<file path="src/logic/tag_link_pkg.sv">
////////////////////
// Shared widths, register map and tag word layout
// for the time tagger receive link
////////////////////

package tag_link_pkg;

    // Stream geometry
    localparam int WORD_WIDTH     = 2;
    localparam int TAG_BITS       = 32;
    localparam int WRAP_BITS      = 32;
    localparam int TIME_BITS      = 64;
    localparam int SUBTIME_BITS   = 25;
    localparam int CHANNEL_BITS   = 5;
    localparam int LANE_SUM_BITS  = $clog2(WORD_WIDTH + 1);

    // User block
    localparam int COUNT_CHANNELS = 8;
    localparam int COUNT_SEL_BITS = $clog2(COUNT_CHANNELS);
    localparam int LED_COUNT      = 6;

    // Register bus, top two address bits pick the slave
    localparam int WB_ADR_BITS    = 8;
    localparam int WB_OFFSET_BITS = 6;
    localparam int WB_DATA_BITS   = 32;

    localparam logic [1:0] SEL_CONVERTER = 2'd0;
    localparam logic [1:0] SEL_COUNTER   = 2'd1;

    localparam logic [WB_OFFSET_BITS-1:0] CONV_REG_MISSED = 6'd0;
    localparam logic [WB_OFFSET_BITS-1:0] CONV_REG_WRAP   = 6'd1;
    localparam logic [WB_OFFSET_BITS-1:0] CNT_REG_CONTROL = 6'd8;

    // Event view of a tag word, kind bit clear
    typedef struct packed {
        logic                    kind;
        logic                    rising;
        logic [CHANNEL_BITS-1:0] channel;
        logic [SUBTIME_BITS-1:0] subtime;
    } tag_event_t;

    // Missed-event marker, kind bit set
    typedef struct packed {
        logic                kind;
        logic [TAG_BITS-2:0] missed;
    } tag_marker_t;

    typedef union packed {
        tag_event_t  ev;
        tag_marker_t mk;
    } tag_word_u;

endpackage

</file>
<file path="src/logic/tag_event_if.sv">
////////////////////
// Converted event stream, one beat carries
// up to WORD_WIDTH events
////////////////////

`timescale 1ns/1ps

interface tag_event_if import tag_link_pkg::*; ();

    logic                                    valid;
    logic                                    ready;
    logic [WORD_WIDTH-1:0]                   keep;
    logic [WORD_WIDTH-1:0][CHANNEL_BITS-1:0] channel;
    logic [WORD_WIDTH-1:0]                   rising;
    logic [WORD_WIDTH-1:0][TIME_BITS-1:0]    tagtime;

    modport conv (
        output valid, keep, channel, rising, tagtime,
        input  ready
    );

    modport cnt (
        input  valid, keep, channel, rising, tagtime,
        output ready
    );

endinterface

</file>
<file path="src/logic/wb_bus_if.sv">
////////////////////
// One Wishbone slave port behind the decoder
////////////////////

`timescale 1ns/1ps

interface wb_bus_if import tag_link_pkg::*; ();

    logic                      cyc;
    logic                      stb;
    logic                      we;
    logic [WB_OFFSET_BITS-1:0] adr;
    logic [WB_DATA_BITS-1:0]   dat_w;
    logic [WB_DATA_BITS-1:0]   dat_r;
    logic                      ack;

    modport dec (
        output cyc, stb, we, adr, dat_w,
        input  dat_r, ack
    );

    modport slv (
        input  cyc, stb, we, adr, dat_w,
        output dat_r, ack
    );

endinterface

</file>
<file path="src/logic/tag_converter.sv">
////////////////////
// Tag word converter: splits words into events and
// missed-event markers, keeps the marker total and
// the last event wrap count for the register bus
////////////////////

`timescale 1ns/1ps

module tag_converter import tag_link_pkg::*; (
    input  logic                           okClk,
    input  logic                           rst_n_i,
    input  logic                           s_tvalid_i,
    input  logic [WORD_WIDTH*TAG_BITS-1:0] s_tdata_i,
    input  logic [WORD_WIDTH-1:0]          s_tkeep_i,
    input  logic [WRAP_BITS-1:0]           s_tuser_i,
    output logic                           s_tready_o,
    tag_event_if.conv                      evt,
    wb_bus_if.slv                          wb
);

    tag_word_u [WORD_WIDTH-1:0] word;
    logic      [WORD_WIDTH-1:0] event_keep;
    logic      [WB_DATA_BITS-1:0] marker_sum;
    logic      [WB_DATA_BITS-1:0] missed_total;
    logic      [WRAP_BITS-1:0]    last_wrap;
    logic                         accept;

    // Lane 0 sits in the low half of the beat
    assign word = s_tdata_i;

    // Single output register, refilled in the cycle it drains
    assign s_tready_o = !evt.valid || evt.ready;
    assign accept     = s_tvalid_i && s_tready_o;

    always_comb begin
        marker_sum = '0;
        for (int i = 0; i < WORD_WIDTH; i++) begin
            event_keep[i] = s_tkeep_i[i] && !word[i].ev.kind;
            if (s_tkeep_i[i] && word[i].mk.kind) begin
                marker_sum = marker_sum + WB_DATA_BITS'(word[i].mk.missed);
            end
        end
    end

    always_ff @(posedge okClk) begin
        if (!rst_n_i) begin
            evt.valid <= 1'b0;
        end else if (accept) begin
            // Beats made only of markers leave no output beat
            evt.valid <= |event_keep;
        end else if (evt.ready) begin
            evt.valid <= 1'b0;
        end
    end

    always_ff @(posedge okClk) begin
        if (accept && |event_keep) begin
            evt.keep <= event_keep;
            for (int i = 0; i < WORD_WIDTH; i++) begin
                evt.channel[i] <= word[i].ev.channel;
                evt.rising[i]  <= word[i].ev.rising;
                // Wrap count above the fine time, zero-extended
                evt.tagtime[i] <= TIME_BITS'({s_tuser_i, word[i].ev.subtime});
            end
        end
    end

    always_ff @(posedge okClk) begin
        if (!rst_n_i) begin
            missed_total <= '0;
            last_wrap    <= '0;
        end else if (accept) begin
            missed_total <= missed_total + marker_sum;
            if (|event_keep) begin
                last_wrap <= s_tuser_i;
            end
        end
    end

    // Read-only status registers, one cycle ack
    always_ff @(posedge okClk) begin
        if (!rst_n_i) begin
            wb.ack <= 1'b0;
        end else begin
            wb.ack <= wb.cyc && wb.stb && !wb.ack;
        end
    end

    always_comb begin
        case (wb.adr)
            CONV_REG_MISSED: wb.dat_r = missed_total;
            CONV_REG_WRAP:   wb.dat_r = last_wrap;
            default:         wb.dat_r = '0;
        endcase
    end

endmodule

</file>
<file path="src/logic/edge_counter.sv">
////////////////////
// Rising edge counter per channel with LED
// display, stream hold and count clear
////////////////////

`timescale 1ns/1ps

module edge_counter import tag_link_pkg::*; (
    input  logic                 okClk,
    input  logic                 rst_n_i,
    tag_event_if.cnt             evt,
    wb_bus_if.slv                wb,
    output logic [LED_COUNT-1:0] led_o
);

    logic [WB_DATA_BITS-1:0]  counts [COUNT_CHANNELS];
    logic [LANE_SUM_BITS-1:0] inc    [COUNT_CHANNELS];
    logic                     hold;
    logic                     transfer;
    logic                     wr_ctrl;
    logic                     clear;

    assign evt.ready = !hold;
    assign transfer  = evt.valid && evt.ready;

    // Control write lands in the first cycle of the access
    assign wr_ctrl = wb.cyc && wb.stb && wb.we && !wb.ack && (wb.adr == CNT_REG_CONTROL);
    assign clear   = wr_ctrl && wb.dat_w[1];

    // Lanes on the same channel both count
    always_comb begin
        for (int c = 0; c < COUNT_CHANNELS; c++) begin
            inc[c] = '0;
            for (int i = 0; i < WORD_WIDTH; i++) begin
                if (evt.keep[i] && evt.rising[i] &&
                    evt.channel[i] == CHANNEL_BITS'(c)) begin
                    inc[c] = inc[c] + 1'b1;
                end
            end
        end
    end

    always_ff @(posedge okClk) begin
        if (!rst_n_i || clear) begin
            for (int c = 0; c < COUNT_CHANNELS; c++) begin
                counts[c] <= '0;
            end
        end else if (transfer) begin
            for (int c = 0; c < COUNT_CHANNELS; c++) begin
                counts[c] <= counts[c] + WB_DATA_BITS'(inc[c]);
            end
        end
    end

    always_ff @(posedge okClk) begin
        if (!rst_n_i) begin
            hold <= 1'b0;
        end else if (wr_ctrl) begin
            hold <= wb.dat_w[0];
        end
    end

    always_ff @(posedge okClk) begin
        if (!rst_n_i) begin
            wb.ack <= 1'b0;
        end else begin
            wb.ack <= wb.cyc && wb.stb && !wb.ack;
        end
    end

    // Clear bit is a strobe and reads back as zero
    always_comb begin
        wb.dat_r = '0;
        if (wb.adr < WB_OFFSET_BITS'(COUNT_CHANNELS)) begin
            wb.dat_r = counts[wb.adr[COUNT_SEL_BITS-1:0]];
        end else if (wb.adr == CNT_REG_CONTROL) begin
            wb.dat_r[0] = hold;
        end
    end

    for (genvar i = 0; i < LED_COUNT; i++) begin : g_led
        assign led_o[i] = |counts[i];
    end

endmodule

</file>
<file path="src/logic/wb_decoder.sv">
////////////////////
// Wishbone address decoder with always-ack
// answer for unmapped slave selects
////////////////////

`timescale 1ns/1ps

module wb_decoder import tag_link_pkg::*; (
    input  logic                    okClk,
    input  logic                    rst_n_i,
    input  logic                    wb_cyc_i,
    input  logic                    wb_stb_i,
    input  logic                    wb_we_i,
    input  logic [WB_ADR_BITS-1:0]  wb_adr_i,
    input  logic [WB_DATA_BITS-1:0] wb_dat_i,
    output logic [WB_DATA_BITS-1:0] wb_dat_o,
    output logic                    wb_ack_o,
    wb_bus_if.dec                   conv,
    wb_bus_if.dec                   cnt
);

    logic [1:0] sel;
    logic       unmapped;
    logic       unmapped_ack;

    assign sel      = wb_adr_i[WB_ADR_BITS-1:WB_OFFSET_BITS];
    assign unmapped = (sel != SEL_CONVERTER) && (sel != SEL_COUNTER);

    assign conv.cyc   = wb_cyc_i && (sel == SEL_CONVERTER);
    assign conv.stb   = wb_stb_i && (sel == SEL_CONVERTER);
    assign conv.we    = wb_we_i;
    assign conv.adr   = wb_adr_i[WB_OFFSET_BITS-1:0];
    assign conv.dat_w = wb_dat_i;

    assign cnt.cyc    = wb_cyc_i && (sel == SEL_COUNTER);
    assign cnt.stb    = wb_stb_i && (sel == SEL_COUNTER);
    assign cnt.we     = wb_we_i;
    assign cnt.adr    = wb_adr_i[WB_OFFSET_BITS-1:0];
    assign cnt.dat_w  = wb_dat_i;

    // Keeps the bus alive for addresses nobody owns
    always_ff @(posedge okClk) begin
        if (!rst_n_i) begin
            unmapped_ack <= 1'b0;
        end else begin
            unmapped_ack <= wb_cyc_i && wb_stb_i && unmapped && !unmapped_ack;
        end
    end

    always_comb begin
        case (sel)
            SEL_CONVERTER: begin
                wb_dat_o = conv.dat_r;
                wb_ack_o = conv.ack;
            end
            SEL_COUNTER: begin
                wb_dat_o = cnt.dat_r;
                wb_ack_o = cnt.ack;
            end
            default: begin
                wb_dat_o = '0;
                wb_ack_o = unmapped_ack;
            end
        endcase
    end

endmodule

</file>
<file path="src/logic/tag_link_top.sv">
////////////////////
// Receive side of the tag link: converter,
// edge counter and register decoder
////////////////////

`timescale 1ns/1ps

module tag_link_top import tag_link_pkg::*; (
    input  logic                           okClk,
    input  logic                           rst_n_i,
    // Tag stream
    input  logic                           s_tvalid_i,
    output logic                           s_tready_o,
    input  logic [WORD_WIDTH*TAG_BITS-1:0] s_tdata_i,
    input  logic [WORD_WIDTH-1:0]          s_tkeep_i,
    input  logic [WRAP_BITS-1:0]           s_tuser_i,
    // Register bus
    input  logic                           wb_cyc_i,
    input  logic                           wb_stb_i,
    input  logic                           wb_we_i,
    input  logic [WB_ADR_BITS-1:0]         wb_adr_i,
    input  logic [WB_DATA_BITS-1:0]        wb_dat_i,
    output logic [WB_DATA_BITS-1:0]        wb_dat_o,
    output logic                           wb_ack_o,
    output logic [LED_COUNT-1:0]           led_o
);

    tag_event_if evt_if ();
    wb_bus_if    conv_wb ();
    wb_bus_if    cnt_wb ();

    tag_converter tag_converter_i (
        .okClk      (okClk),
        .rst_n_i    (rst_n_i),
        .s_tvalid_i (s_tvalid_i),
        .s_tdata_i  (s_tdata_i),
        .s_tkeep_i  (s_tkeep_i),
        .s_tuser_i  (s_tuser_i),
        .s_tready_o (s_tready_o),
        .evt        (evt_if.conv),
        .wb         (conv_wb.slv)
    );

    edge_counter edge_counter_i (
        .okClk   (okClk),
        .rst_n_i (rst_n_i),
        .evt     (evt_if.cnt),
        .wb      (cnt_wb.slv),
        .led_o   (led_o)
    );

    wb_decoder wb_decoder_i (
        .okClk    (okClk),
        .rst_n_i  (rst_n_i),
        .wb_cyc_i (wb_cyc_i),
        .wb_stb_i (wb_stb_i),
        .wb_we_i  (wb_we_i),
        .wb_adr_i (wb_adr_i),
        .wb_dat_i (wb_dat_i),
        .wb_dat_o (wb_dat_o),
        .wb_ack_o (wb_ack_o),
        .conv     (conv_wb.dec),
        .cnt      (cnt_wb.dec)
    );

endmodule

</file>
<file path="config.mk">
export PLATFORM = sky130hd
export DESIGN_NAME = tag_link_top
export DESIGN_NICKNAME = d
export VERILOG_FILES = /design/src/logic/tag_link_pkg.sv /design/src/logic/tag_event_if.sv /design/src/logic/wb_bus_if.sv /design/src/logic/tag_converter.sv /design/src/logic/edge_counter.sv /design/src/logic/wb_decoder.sv /design/src/logic/tag_link_top.sv
export SDC_FILE = /design/constraint.sdc
export NUM_CORES = 1
export LEC_CHECK = 0
export BUFFER_PORTS_ARGS = -buffer_cell sky130_fd_sc_hd__buf_4
export CAP_MARGIN = 10
export CORE_MARGIN = 3
export CORE_UTILIZATION = 25
export DETAILED_ROUTE_END_ITERATION = 6
export PLACE_DENSITY = 0.52
export SKIP_CTS_REPAIR_TIMING = 1
export SLEW_MARGIN = 20
export SYNTH_ARGS = -nofsm -noshare
export SYNTH_HDL_FRONTEND = slang
export SYNTH_SLANG_ARGS = --single-unit
</file>
<file path="constraint.sdc">
create_clock -name okClk -period 13.05 [get_ports okClk]
set_clock_uncertainty 0.15 [all_clocks]
set_input_delay 1.305 -clock okClk [delete_from_list [all_inputs] [get_ports okClk]]
set_output_delay 1.305 -clock okClk [all_outputs]
set_load 0.03 [all_outputs]
</file>
==> run_results.csv <==
group,metric,value,unit
synth,synthDistinctLibCells,76,
sta,slew_viol_final,0,
route,ant_nets,0,
sta,slew_headroom,29.89,%
run_status,status,"completed",
power,sw_frac_of_total,28.99,%
synth,synth_area_leaders,"edfxtp_1 (34%), xor2_1 (6.3%), mux4_2 (6.1%)",
sta,fmax,0.1629,GHz
critical_path,r2r_cells,15,
final_layout,n_antenna_cell,0,
synth,yosysTopAreaCell,"edfxtp_1",
floorplanning,die-area,99000,µm²
sta,worstMarginPinSlew,1.052,ns
synth,muxShareOfSynthArea,7.834,%
critical_path,critPathArrivalTime,6.43,ns
synth,synthAdderAreaFrac,5.023,%
route,drcViolationCount,0,
synth,synthCells,2547,
global_routing,antenna_found_initial,2,
critical_path,cp_data_required_time,13.34,ns
sta,setup_viol,0,
global_routing,first_global_vias,18090,
route,drt_iter0_drc,2038,
synth,synth_most_common_cell,"nor2_1",
floorplanning,initial_core_util,25.36,%
power,p_leak,9.515,nW
cts,cts.root.buffer_cell,"clkbuf_16",
sta,fin_hold_ws,0.2682,ns
critical_path,path_class,"primary input to flip-flop",
critical_path,reg2reg_setup_slack,8.37,ns
route,dr.pass1.iters,6,
sta,hold_viol,0,
power,clkPwrFrac,39.2,%
route,num_vias,19810,
floorplanning,fp.dieW,314.6,µm
cts,clk_latency,0.59,ns
cts,cts_max_level,2,
critical_path,cp_max_fo,26,
place,dp_hpwl,58430,µm
route,routedWlPerCell,20.00,µm
global_routing,grt_pass1_wl,116300,µm
cts,clk_pin_slew,0.05,ns
final_layout,area_delta_synth_final,15.14,%
synth,synth_warnings,0,
critical_path,startpoint,"s_tkeep_i[0]",
floorplanning,core,93890,µm²
cts,clock-sinks,339,
synth,yosys.area_share.simple,21.66,%
floorplanning,rows,112,
synth,synth_compound_area_share,11.47,%
final_layout,drive_above_1_share,12.40,%
sta,post-route-min-period,6.139,ns
critical_path,start_kind,"primary input",
sta,period_share,47.04,%
route,routed_wl,78340,µm
synth,yosys_register_bits,339,
floorplanning,ios,184,
flow_run,drv_cap,0,
final_layout,nets,2857,
power,combPwrFrac,14.5,%
hold_path,hold_class,"flip-flop to flip-flop",
sta,fin_setup_tns,0,ns
final_layout,finalCoreUtilization,29.20,%
synth,synthesis.area,23810,µm²
sta,fin_ws,6.911,ns
global_routing,grt_max_degree,70,
critical_path,regToRegStartpoint,"tag_converter_i.evt.channel[8]",
global_routing,grt_overflow_total,0,
synth,synth_top_area_share,34.05,%
global_routing,track_usage,15.24,%
cts,cts_buffers,42,
synth,synth_edf_count,270,
power,internal_power,2.053,mW
place,port_buffers,153,
power,ir_drop,0.00008468,V
cts,cts_buffer_depth,3,
synth,syn_nets,2774,
synth,synth_xor_area_share,10.92,%
place,dp_slack,6.339,ns
synth,synthFlopType,"edfxtp_1",
synth,async_flop_share,0,%
floorplanning,die_y,314.6,µm
synth,synth_top_family_by_area,"simple AND/OR/NAND/NOR gates",
critical_path,r2r_end,"edge_counter_i.counts[2][30]",
power,pwr-share-seq,46.3,%
cts,cts_tree,"built",
synth,synth.avg_cell_area,9.350,µm²
synth,synth_top_cells_by_count,"nor2_1 (347), nand2_1 (292), edfxtp_1 (270), xor2_1 (172), a21oi_1 (148)",
sta,rsz0062_at_grt,"false",
synth,seq_area_frac_synth,39.85,%
place,gp_congestion,0.8775,
critical_path,critical_path.endpoint,"tag_converter_i.missed_total[29]",
power,p_sw,0.8383,mW
route,viasPerCell,5.057,
critical_path,end_kind,"flip-flop",
power,powerDensity,105.5,nW/µm²
flip-flops by register name (all words and copies together), names as in the netlist, 2 cells and up:
signal	count
tag_converter_i.evt.rising	2
tag_converter_i.evt.channel	10
tag_converter_i.missed_total	32
tag_converter_i.last_wrap	32
tag_converter_i.evt.keep	2
edge_counter_i.counts	256
through the flow:
step	power, mW	instance area (µm²)	cells
final	2.892	27420	3916
after CTS	2.914	27420	3916
after global placement	1.776	26130	3840
after floorplan	1.628	23810	2547
after detailed placement	1.778	26130	3840
after global routing	3.007	27420	3916
critical path, cell delays in order:
cell	delay, ns
buf_4	0.26
and3_1	0.22
ha_1	0.17
inv_1	0.06
fa_1	0.43
o21ai_0	0.21
nand3_1	0.14
nand3_1	0.22
a32oi_4	0.19
o31a_1	0.36
nor2_2	0.26
xnor2_1	0.09
o21ai_0	0.26
ha_1	0.37
a21o_1	0.19
a21o_1	0.17
a21o_1	0.20
a221o_1	0.29
a31o_2	0.23
a21oi_1	0.23
inv_1	0.06
a21oi_1	0.19
mux2i_1	0.22
a31oi_1	0.09
layout make-up:
type / instances / area (µm²)
clock buffer: 56 / 1135
clock inverter: 20 / 153.9
fill: 9970 / 66470
inverter: 51 / 191.4
multi-input combinational: 2022 / 13580
sequential: 339 / 9489
tap: 1254 / 1569
timing repair buffer: 174 / 1306
logic make-up (layout without fill, tap and decap cells):
family	count (synthesis)	after routing
buffers and inverters	186	301
XOR/XNOR	297	297
flip-flops	339	339
AO/OA/AOI/OAI	434	434
multiplexers	106	106
adder cells (fa/ha/maj)	91	91
AND/OR/NAND/NOR	1094	1094
cells in the final DEF (no fill, tap or decap), types with 51 or more instances in the layout:
| cell type | count |
|---|---|
| a21oi_1 | 148 |
| and3_1 | 76 |
| buf_4 | 174 |
| dfxtp_1 | 69 |
| edfxtp_1 | 270 |
| ha_1 | 73 |
| mux4_2 | 64 |
| nand2_1 | 291 |
| nand3_1 | 100 |
| nand4_1 | 51 |
| nor2_1 | 347 |
| nor4_1 | 55 |
| o21ai_0 | 76 |
| xnor2_1 | 125 |
| xor2_1 | 172 |
routing by layer:
metal / vias up / track usage (%) / wire length (µm) / share of wire (%)
met5: - / 0 / 0 / 0
met4: 0 / 3.583 / 1680 / 2.1
met3: 86 / 2.567 / 5915 / 7.6
met2: 653 / 22.51 / 33890 / 43
met1: 9640 / 22.98 / 36850 / 47
li1: 9426 / - / - / -
power by group through the flow:
stage,combinational (mW),clock [mW],sequential (mW)
detailed placement,0.418,0,1.36
finish,0.419,1.13,1.34
global route,0.461,1.20,1.35
floorplan,0.300,0,1.33
CTS,0.420,1.16,1.34
global placement,0.416,0,1.36
how the worst min path moves through the flow:
stage / endpoint / cells past startpoint / slack, ns / start
3_3_place_gp: wb_decoder_i.unmapped_ack / 1 / 0.25 / wb_decoder_i.unmapped_ack
6_report: wb_decoder_i.unmapped_ack / 1 / 0.27 / wb_decoder_i.unmapped_ack
4_1_cts: wb_decoder_i.unmapped_ack / 1 / 0.27 / wb_decoder_i.unmapped_ack
5_1_grt: wb_decoder_i.unmapped_ack / 1 / 0.27 / wb_decoder_i.unmapped_ack
2_1_floorplan: wb_decoder_i.unmapped_ack / 1 / 0.24 / wb_decoder_i.unmapped_ack
3_5_place_dp: tag_converter_i.wb.ack / 1 / 0.26 / tag_converter_i.wb.ack
(Power assumes the default switching activity.)
